### src/verilog/egr_tc_pkg.sv
/* Shared widths, APB register map and arbiter state encoding for the
   egress traffic-class scheduler. Imported by the RTL and the testbench */

package egr_tc_pkg;

  // The arbiter is written for exactly eight classes
  localparam int NUM_TC = 8;

  typedef logic [NUM_TC-1:0] tc_mask_t;  // One bit per TC
  typedef logic [2:0]        tc_idx_t;
  typedef logic [15:0]       tx_cnt_t;   // Wraps
  typedef logic [7:0]        apb_addr_t;

  // APB byte offsets
  localparam apb_addr_t REG_TC_ENABLE   = 8'h00;
  localparam apb_addr_t REG_PFC_ENABLE  = 8'h04;
  localparam apb_addr_t REG_DROP_STATUS = 8'h08;  // W1C
  localparam apb_addr_t REG_TX_CNT_BASE = 8'h10;  // TC i at base + 4*i, read only

  // GRANTn encodes as n so the low bits give the TC index
  typedef enum logic [3:0] {
    GRANT0 = 4'h0,
    GRANT1 = 4'h1,
    GRANT2 = 4'h2,
    GRANT3 = 4'h3,
    GRANT4 = 4'h4,
    GRANT5 = 4'h5,
    GRANT6 = 4'h6,
    GRANT7 = 4'h7,
    IDLE   = 4'h8
  } rr_state_t;

endpackage : egr_tc_pkg
### src/verilog/egr_tc_sched.sv
/* Egress traffic-class scheduler for one Ethernet port. Words enter eight
   per-TC FIFOs and leave on one valid/ready stream in round-robin order */

`timescale 1ns/1ps

module egr_tc_sched #(
  parameter int DATA_WIDTH = 32,
  parameter int FIFO_DEPTH = 8
) (
  input  logic                  clk,
  input  logic                  reset_n,
  input  logic                  in_valid,
  input  egr_tc_pkg::tc_idx_t   in_tc,
  input  logic [DATA_WIDTH-1:0] in_data,
  input  egr_tc_pkg::tc_mask_t  pfc_xoff,
  input  logic                  tx_ready,
  output logic                  tx_valid,
  output egr_tc_pkg::tc_idx_t   tx_tc,
  output logic [DATA_WIDTH-1:0] tx_data,
  input  logic                  psel,
  input  logic                  penable,
  input  logic                  pwrite,
  input  egr_tc_pkg::apb_addr_t paddr,
  input  logic [31:0]           pwdata,
  output logic [31:0]           prdata,
  output logic                  pready,
  output logic                  pslverr
);

  import egr_tc_pkg::*;

  logic                  in_valid_q;
  tc_idx_t               in_tc_q;
  logic [DATA_WIDTH-1:0] in_data_q;
  tc_mask_t              push;
  tc_mask_t              pop;
  tc_mask_t              tc_req;
  tc_mask_t              tc_gnt;
  tc_mask_t              overflow;
  tc_mask_t              tc_enable;
  tc_mask_t              pfc_enable;
  logic [DATA_WIDTH-1:0] head_data [NUM_TC];

  // Ingress stage, a word reaches its FIFO the cycle after in_valid
  always_ff @(posedge clk) begin
    if (!reset_n) begin
      in_valid_q <= 1'b0;
    end else begin
      in_valid_q <= in_valid;
    end
  end

  always_ff @(posedge clk) begin
    in_tc_q   <= in_tc;
    in_data_q <= in_data;
  end

  assign push = in_valid_q ? (tc_mask_t'(1) << in_tc_q) : '0;
  assign pop  = tc_gnt & {NUM_TC{tx_ready}};  // Only on a transfer

  for (genvar i = 0; i < NUM_TC; i++) begin : g_fifo
    egr_tc_fifo #(
      .DATA_WIDTH (DATA_WIDTH),
      .FIFO_DEPTH (FIFO_DEPTH)
    ) i_fifo (
      .clk       (clk),
      .reset_n   (reset_n),
      .push      (push[i]),
      .push_data (in_data_q),
      .pop       (pop[i]),
      .head_data (head_data[i]),
      .req       (tc_req[i]),
      .overflow  (overflow[i])
    );
  end

  egr_tc_rr_sm i_rr_sm (
    .clk        (clk),
    .reset_n    (reset_n),
    .tc_req     (tc_req),
    .pfc_xoff   (pfc_xoff),
    .tc_enable  (tc_enable),
    .pfc_enable (pfc_enable),
    .tx_ready   (tx_ready),
    .tc_gnt     (tc_gnt)
  );

  egr_tc_apb_regs i_regs (
    .clk        (clk),
    .reset_n    (reset_n),
    .psel       (psel),
    .penable    (penable),
    .pwrite     (pwrite),
    .paddr      (paddr),
    .pwdata     (pwdata),
    .tc_gnt     (tc_gnt),
    .tx_ready   (tx_ready),
    .overflow   (overflow),
    .prdata     (prdata),
    .pready     (pready),
    .pslverr    (pslverr),
    .tc_enable  (tc_enable),
    .pfc_enable (pfc_enable)
  );

  // Grant is one-hot or zero
  always_comb begin
    tx_tc = '0;
    for (int i = 0; i < NUM_TC; i++) begin
      if (tc_gnt[i]) begin
        tx_tc = tc_idx_t'(i);
      end
    end
  end

  assign tx_valid = |tc_gnt;
  assign tx_data  = head_data[tx_tc];

endmodule : egr_tc_sched

### src/verilog/egr_tc_apb_regs.sv
/* APB register block of the scheduler. Holds the TC and PFC enable masks,
   the sticky per-TC drop status and the per-TC sent-word counters */

`timescale 1ns/1ps

module egr_tc_apb_regs (
  input  logic                  clk,
  input  logic                  reset_n,
  input  logic                  psel,
  input  logic                  penable,
  input  logic                  pwrite,
  input  egr_tc_pkg::apb_addr_t paddr,
  input  logic [31:0]           pwdata,
  input  egr_tc_pkg::tc_mask_t  tc_gnt,
  input  logic                  tx_ready,
  input  egr_tc_pkg::tc_mask_t  overflow,
  output logic [31:0]           prdata,
  output logic                  pready,
  output logic                  pslverr,
  output egr_tc_pkg::tc_mask_t  tc_enable,
  output egr_tc_pkg::tc_mask_t  pfc_enable
);

  import egr_tc_pkg::*;

  tc_mask_t  drop_status;
  tc_mask_t  drop_clr;
  tx_cnt_t   tx_cnt [NUM_TC];
  apb_addr_t cnt_off;
  tc_idx_t   cnt_sel;
  logic      access;
  logic      hit_cnt;
  logic      mapped;
  logic      wr_en;

  assign access = psel & penable;

  // Counter window, word aligned
  assign cnt_off = paddr - REG_TX_CNT_BASE;
  assign cnt_sel = cnt_off[4:2];
  assign hit_cnt = (cnt_off < apb_addr_t'(4 * NUM_TC)) && (cnt_off[1:0] == 2'b00);

  assign mapped = (paddr == REG_TC_ENABLE) || (paddr == REG_PFC_ENABLE) ||
                  (paddr == REG_DROP_STATUS) || hit_cnt;

  assign pready  = 1'b1;  // No wait states
  assign pslverr = access & (~mapped | (pwrite & hit_cnt));  // Counters are read only
  assign wr_en   = access & pwrite & ~pslverr;

  always_comb begin
    prdata = '0;
    if (access && !pwrite) begin
      if (hit_cnt) begin
        prdata = 32'(tx_cnt[cnt_sel]);
      end else begin
        case (paddr)
          REG_TC_ENABLE:   prdata = 32'(tc_enable);
          REG_PFC_ENABLE:  prdata = 32'(pfc_enable);
          REG_DROP_STATUS: prdata = 32'(drop_status);
          default:         prdata = '0;
        endcase
      end
    end
  end

  always_ff @(posedge clk) begin
    if (!reset_n) begin
      tc_enable  <= '1;
      pfc_enable <= '1;
    end else if (wr_en) begin
      if (paddr == REG_TC_ENABLE) begin
        tc_enable <= pwdata[NUM_TC-1:0];
      end
      if (paddr == REG_PFC_ENABLE) begin
        pfc_enable <= pwdata[NUM_TC-1:0];
      end
    end
  end

  assign drop_clr = (wr_en && paddr == REG_DROP_STATUS) ? pwdata[NUM_TC-1:0] : '0;

  always_ff @(posedge clk) begin
    if (!reset_n) begin
      drop_status <= '0;
    end else begin
      drop_status <= (drop_status & ~drop_clr) | overflow;  // New drop beats a clear
    end
  end

  // One count per transferred word
  always_ff @(posedge clk) begin
    if (!reset_n) begin
      for (int i = 0; i < NUM_TC; i++) begin
        tx_cnt[i] <= '0;
      end
    end else begin
      for (int i = 0; i < NUM_TC; i++) begin
        if (tc_gnt[i] && tx_ready) begin
          tx_cnt[i] <= tx_cnt[i] + tx_cnt_t'(1);
        end
      end
    end
  end

endmodule : egr_tc_apb_regs

### src/verilog/egr_tc_rr_sm.sv
/* Round-robin traffic-class arbiter. Masks requests with the TC enables
   and paused classes, and holds its grant while the transmitter stalls */

`timescale 1ns/1ps

module egr_tc_rr_sm (
  input  logic                 clk,
  input  logic                 reset_n,
  input  egr_tc_pkg::tc_mask_t tc_req,
  input  egr_tc_pkg::tc_mask_t pfc_xoff,
  input  egr_tc_pkg::tc_mask_t tc_enable,
  input  egr_tc_pkg::tc_mask_t pfc_enable,
  input  logic                 tx_ready,
  output egr_tc_pkg::tc_mask_t tc_gnt
);

  import egr_tc_pkg::*;

  rr_state_t state;
  rr_state_t nx_state;
  tc_mask_t  qa_req;
  tc_mask_t  nx_gnt;
  tc_idx_t   start_idx;
  logic      advance;

  // Xoff only counts where pause honouring is on
  assign qa_req = tc_req & tc_enable & ~(pfc_xoff & pfc_enable);

  // From IDLE the search wraps round to TC 0 first
  assign start_idx = (state == IDLE) ? tc_idx_t'(NUM_TC - 1) : state[2:0];

  always_comb begin : rr_search
    tc_idx_t cand;
    logic    found;

    found    = 1'b0;
    nx_state = IDLE;
    // Offset NUM_TC lands back on the current TC, lowest priority
    for (int i = 1; i <= NUM_TC; i++) begin
      cand = start_idx + tc_idx_t'(i);
      if (!found && qa_req[cand]) begin
        nx_state = rr_state_t'({1'b0, cand});
        found    = 1'b1;
      end
    end
  end : rr_search

  assign nx_gnt = (nx_state == IDLE) ? '0 : tc_mask_t'(1) << nx_state[2:0];

  // A pending grant waits for the transmitter
  assign advance = ~|tc_gnt | tx_ready;

  always_ff @(posedge clk) begin
    if (!reset_n) begin
      state  <= IDLE;
      tc_gnt <= '0;
    end else if (advance) begin
      state  <= nx_state;
      tc_gnt <= nx_gnt;  // One-hot copy of the next state
    end
  end

endmodule : egr_tc_rr_sm

### src/verilog/egr_tc_fifo.sv
/* Word FIFO for one traffic class. Drives a look-ahead request for the
   arbiter and pulses overflow when a push finds the buffer full */

`timescale 1ns/1ps

module egr_tc_fifo #(
  parameter int DATA_WIDTH = 32,
  parameter int FIFO_DEPTH = 8
) (
  input  logic                  clk,
  input  logic                  reset_n,
  input  logic                  push,
  input  logic [DATA_WIDTH-1:0] push_data,
  input  logic                  pop,
  output logic [DATA_WIDTH-1:0] head_data,
  output logic                  req,
  output logic                  overflow
);

  localparam int AW = $clog2(FIFO_DEPTH);
  localparam int CW = $clog2(FIFO_DEPTH + 1);

  logic [DATA_WIDTH-1:0] mem [FIFO_DEPTH];
  logic [AW-1:0]         wr_ptr;
  logic [AW-1:0]         rd_ptr;
  logic [CW-1:0]         count;
  logic [CW-1:0]         count_nx;
  logic                  full;
  logic                  wr_ok;
  logic                  rd_ok;

  assign full     = (count == CW'(FIFO_DEPTH));
  assign wr_ok    = push && !full;
  assign rd_ok    = pop && (count != '0);
  assign overflow = push && full;  // Word is discarded

  assign count_nx = count + CW'(wr_ok) - CW'(rd_ok);

  // Occupancy after this cycle, so a grant issued next cycle finds data
  assign req = (count_nx != '0);

  assign head_data = mem[rd_ptr];

  always_ff @(posedge clk) begin
    if (!reset_n) begin
      wr_ptr <= '0;
      rd_ptr <= '0;
      count  <= '0;
    end else begin
      count <= count_nx;
      if (wr_ok) begin
        wr_ptr <= wr_ptr + AW'(1);  // Depth is a power of two, pointers wrap
      end
      if (rd_ok) begin
        rd_ptr <= rd_ptr + AW'(1);
      end
    end
  end

  always_ff @(posedge clk) begin
    if (wr_ok) begin
      mem[wr_ptr] <= push_data;
    end
  end

endmodule : egr_tc_fifo

### config.mk
export PLATFORM = sky130hd
export DESIGN_NAME = egr_tc_sched
export DESIGN_NICKNAME = d
export VERILOG_FILES = /design/src/verilog/egr_tc_pkg.sv /design/src/verilog/egr_tc_sched.sv /design/src/verilog/egr_tc_apb_regs.sv /design/src/verilog/egr_tc_rr_sm.sv /design/src/verilog/egr_tc_fifo.sv
export SDC_FILE = /design/constraint.sdc
export NUM_CORES = 2
export LEC_CHECK = 0
export ABC_AREA = 1
export BUFFER_PORTS_ARGS = -buffer_cell sky130_fd_sc_hd__buf_4
export CORE_ASPECT_RATIO = 1.75
export CORE_MARGIN = 10
export CORE_UTILIZATION = 45
export CTS_BUF_LIST = sky130_fd_sc_hd__clkbuf_16
export DETAILED_ROUTE_END_ITERATION = 16
export HOLD_SLACK_MARGIN = 0.02
export PLACE_DENSITY = 0.7
export RECOVER_POWER = 100
export SYNTH_ARGS = -nofsm -noshare
export SYNTH_HDL_FRONTEND = slang
export SYNTH_SLANG_ARGS = --single-unit
### constraint.sdc
create_clock -name clk -period 8.4 [get_ports clk]
set_input_delay 0.42 -clock clk [delete_from_list [all_inputs] [get_ports clk]]
set_output_delay 0.42 -clock clk [all_outputs]
set_load 0.05 [all_outputs]
==> reports/qor.txt <==
dpl ws -> 3.329 ns
WP data required -> 7.98 ns
sw frac -> 34.12%
measured slew at the worst slew-check pin -> 4.108 ns
GR Util All Layers -> 22.67%
register share of total power -> 44.5%
Post-synth EDFFs -> 2,176
critical path peak fanout -> 67
setup ws final -> 1.389 ns
Worst Setup EP -> tx_data[29]
CTS HTree Levels -> 4
cell taking the most area after synthesis -> edfxtp_1
share of layout cells above drive strength 1 -> 7.073%
synth cell count leaders -> 2,176 x edfxtp_1, 875 x nor2_1, 779 x nand2_1, 650 x o21ai_0, 555 x a21oi_1
Crit path top cell by count -> clkbuf_1
max_cap viols -> 101
clock latency on the worst-skew pair -> 0.88 ns
CP max stage cell -> clkbuf_1
clk sinks -> 2,352
vias per inst -> 5.987
reg-to-reg critical path startpoint -> i_rr_sm.tc_gnt[0]
post-route antenna net violation count -> 0
row cnt -> 224
relative slew slack -> -173.9%
slowest stage delay, CP -> 1.43 ns
Reg2Reg Setup Slack -> 2.97 ns
cell count after synthesis -> 7,590
Die Y-Extent -> 631.4 um
drt wl/cell -> 25.75 um
Area contributors post-synth -> edfxtp_1 68%, dfxtp_1 3.7%, nor2_1 3.4%, o21ai_0 3.4%, nand2_1 3.0%
CTS Buf Count -> 205
drc violations -> 0
sequential area share after synthesis -> 71.65%
Peak VDD IR -> 757.3 uV
RSZ-0062 raised after global routing -> false
synth-to-layout area growth -> 11.00%
Die Wd -> 369.4 um
PwrDens -> 274.6 nW/um2
# IOs -> 160
DIE AREA -> 233,200 um2
most numerous cell in the Yosys netlist -> edfxtp_1
grt total ovfl -> 0
worst r2r dst -> i_rr_sm.tc_gnt[6]
Max Clock Freq -> 142.6 MHz
Leak -> 35.30 nW
largest net degree at the start of global routing -> 97
internal power -> 0.01930 W
fin crit period -> 7.011 ns
Hold Crit Class -> in2reg
Max Slew Vio Count -> 4,393
Setup TNS -> 0 ns
Clock transition at path regs -> 0.07 ns
outcome -> complete, but fails checks
count of state elements after synthesis -> 2,352
Synth Cell Area -> 96,110 um2
antenna violations before repair -> 11
Initial Util -> 45.18%
Initial DRC Count -> 6,467
Total Wirelength -> 274,500 um
RD Place Congestion -> 0.9150
crit path kind -> reg2out
first-pass GRT wire length -> 398,300 um
post-synth top area share -> 67.98%
P_sw -> 0.009996 W
Critical Path AT -> 6.59 ns
violated checks -> capacitance limit, slew limit
First-pass DRT Iterations -> 7
core area -> 212,700 um2
asr flop ratio synth -> 0%
crit path capture type -> output port
post-route clock period utilization -> 83.47%
warnings from Yosys -> 0
CTS tree -> done
clk_skew -> 0.06308 ns
Netlist cell types -> 60
clock root buffer -> clkbuf_16
I/O Buffers -> 118
dpl hpwl -> 161,900 um
synthesized area per cell -> 12.66 um2
Main synth FF type -> edfxtp_1
CP startpoint kind -> flip-flop
Final setup viols -> 0
vias -> 63.83k
largest buffer count on any clock path -> 4
vias in the first global route -> 63.04k
worst-path cell chain -> clkinvlp_2 > clkbuf_1 > buf_4 > nand2_1 > a221oi_1 > or3_1 > a21oi_1 > nor2_1 > clkbuf_1
Reg2Reg Depth -> 25
Final nets -> 7,843
Clock power frac -> 31.6%
part of the power in combinational logic -> 23.9%
Final Hold Viols -> 0
## metrics by stage
step	instances	instance area (um2)	utilization, %	hold WS [ns]	total power, W
finish	10660	106700	50.15	0.2172	0.02930
global route	10660	106700	50.15	0.2056	0.03001
CTS	10660	107400	50.51	0.08779	0.02955
detailed placement	10250	100500	47.26	0.4389	0.02042
global placement	10250	100500	47.26	0.4303	0.02039
floorplan	7605	96170	-	0.4122	0.01698
## logic make-up after synthesis
family,Yosys count,synth area share [%]
flip-flops,2352,71.65
other,2,0.007814
AND/OR/NAND/NOR,2107,9.170
buffers and inverters,916,3.688
multiplexers,192,2.000
AO/OA/AOI/OAI,1935,12.30
XOR/XNOR,5,0.06509
adder cells (fa/ha/maj),81,1.117
## power groups by stage
stage | Combinational [W] | Clock, W | Sequential [W]
after floorplan | 0.00368 | 0 | 0.0133
after global placement | 0.00714 | 0 | 0.0132
after detailed placement | 0.00716 | 0 | 0.0133
after CTS | 0.00720 | 0.00935 | 0.0130
after global routing | 0.00720 | 0.00976 | 0.0130
final | 0.00700 | 0.00926 | 0.0130
## cell type report
class / count / area (um2)
antenna: 3 / 7.507
clock buffer: 210 / 5255
clock inverter: 158 / 1204
fill: 17840 / 106000
inverter: 449 / 1700
multi-input combinational: 4337 / 24030
sequential: 2352 / 68930
tap: 2825 / 3535
timing repair buffer: 327 / 2029
## critical path, delay by kind of cell (launching register included)
family,cells,cell delay [ns]
buf+inv,4,3.59
simple gates,3,0.80
compound gates,2,0.73
flops,1,0.56
## cell usage in the layout, fill, tap and decap left out, types with 69 or more instances in the layout
master,Yosys,final
a21oi_1,555,555
buf_4,17,109
a31oi_1,90,90
nand3_1,216,219
o22ai_1,91,91
o21ai_0,650,650
o211ai_1,93,93
clkbuf_16,0,210
inv_1,429,458
edfxtp_1,2176,2176
clkbuf_1,392,146
ha_1,73,73
nor3_1,71,69
mux2i_1,192,192
dfxtp_1,176,146
nor2_1,875,840
nand2_1,779,780
a221oi_1,130,130
o221ai_1,192,192
## state kept, by name, indices dropped and copies added, names as in the netlist, 8 cells and up, named ones only
name	flops
g_fifo.i_fifo.mem	2048
i_regs.tx_cnt	128
g_fifo.i_fifo.count	32
in_data_q	32
g_fifo.i_fifo.rd_ptr	24
g_fifo.i_fifo.wr_ptr	24
i_regs.drop_status	8
i_regs.pfc_enable	8
i_regs.tc_enable	8
i_rr_sm.tc_gnt	8
## layer usage
metal | routed length (um) | vias up | global-route usage [%]
met5 | 65 | - | 0
met1 | 91860 | 31740 | 25.09
met4 | 25310 | 10 | 17.80
met2 | 135400 | 3079 | 38.81
li1 | - | 28280 | -
met3 | 21800 | 722 | 3.429
## how the worst min path moves through the flow
stage	depth (start not counted)	slack [ns]	from	end
after CTS	3	0.09	reset_n	g_fifo[2].i_fifo.count[0]
final	4	0.22	tx_ready	i_rr_sm.tc_gnt[1]
after floorplan	1	0.41	g_fifo[2].i_fifo.rd_ptr[2]	flip-flop
after global placement	1	0.43	g_fifo[2].i_fifo.rd_ptr[2]	flip-flop
after detailed placement	1	0.44	g_fifo[2].i_fifo.rd_ptr[2]	flip-flop
after global routing	2	0.21	in_data[25]	in_data_q[25]
## timing repair
action,4_1_cts,5_1_grt
hold endpoints to repair,60,0
setup endpoints to repair,0,0
hold buffers,44,0
resized for setup,0,0
setup buffers,0,0
(Power assumes the default switching activity.)
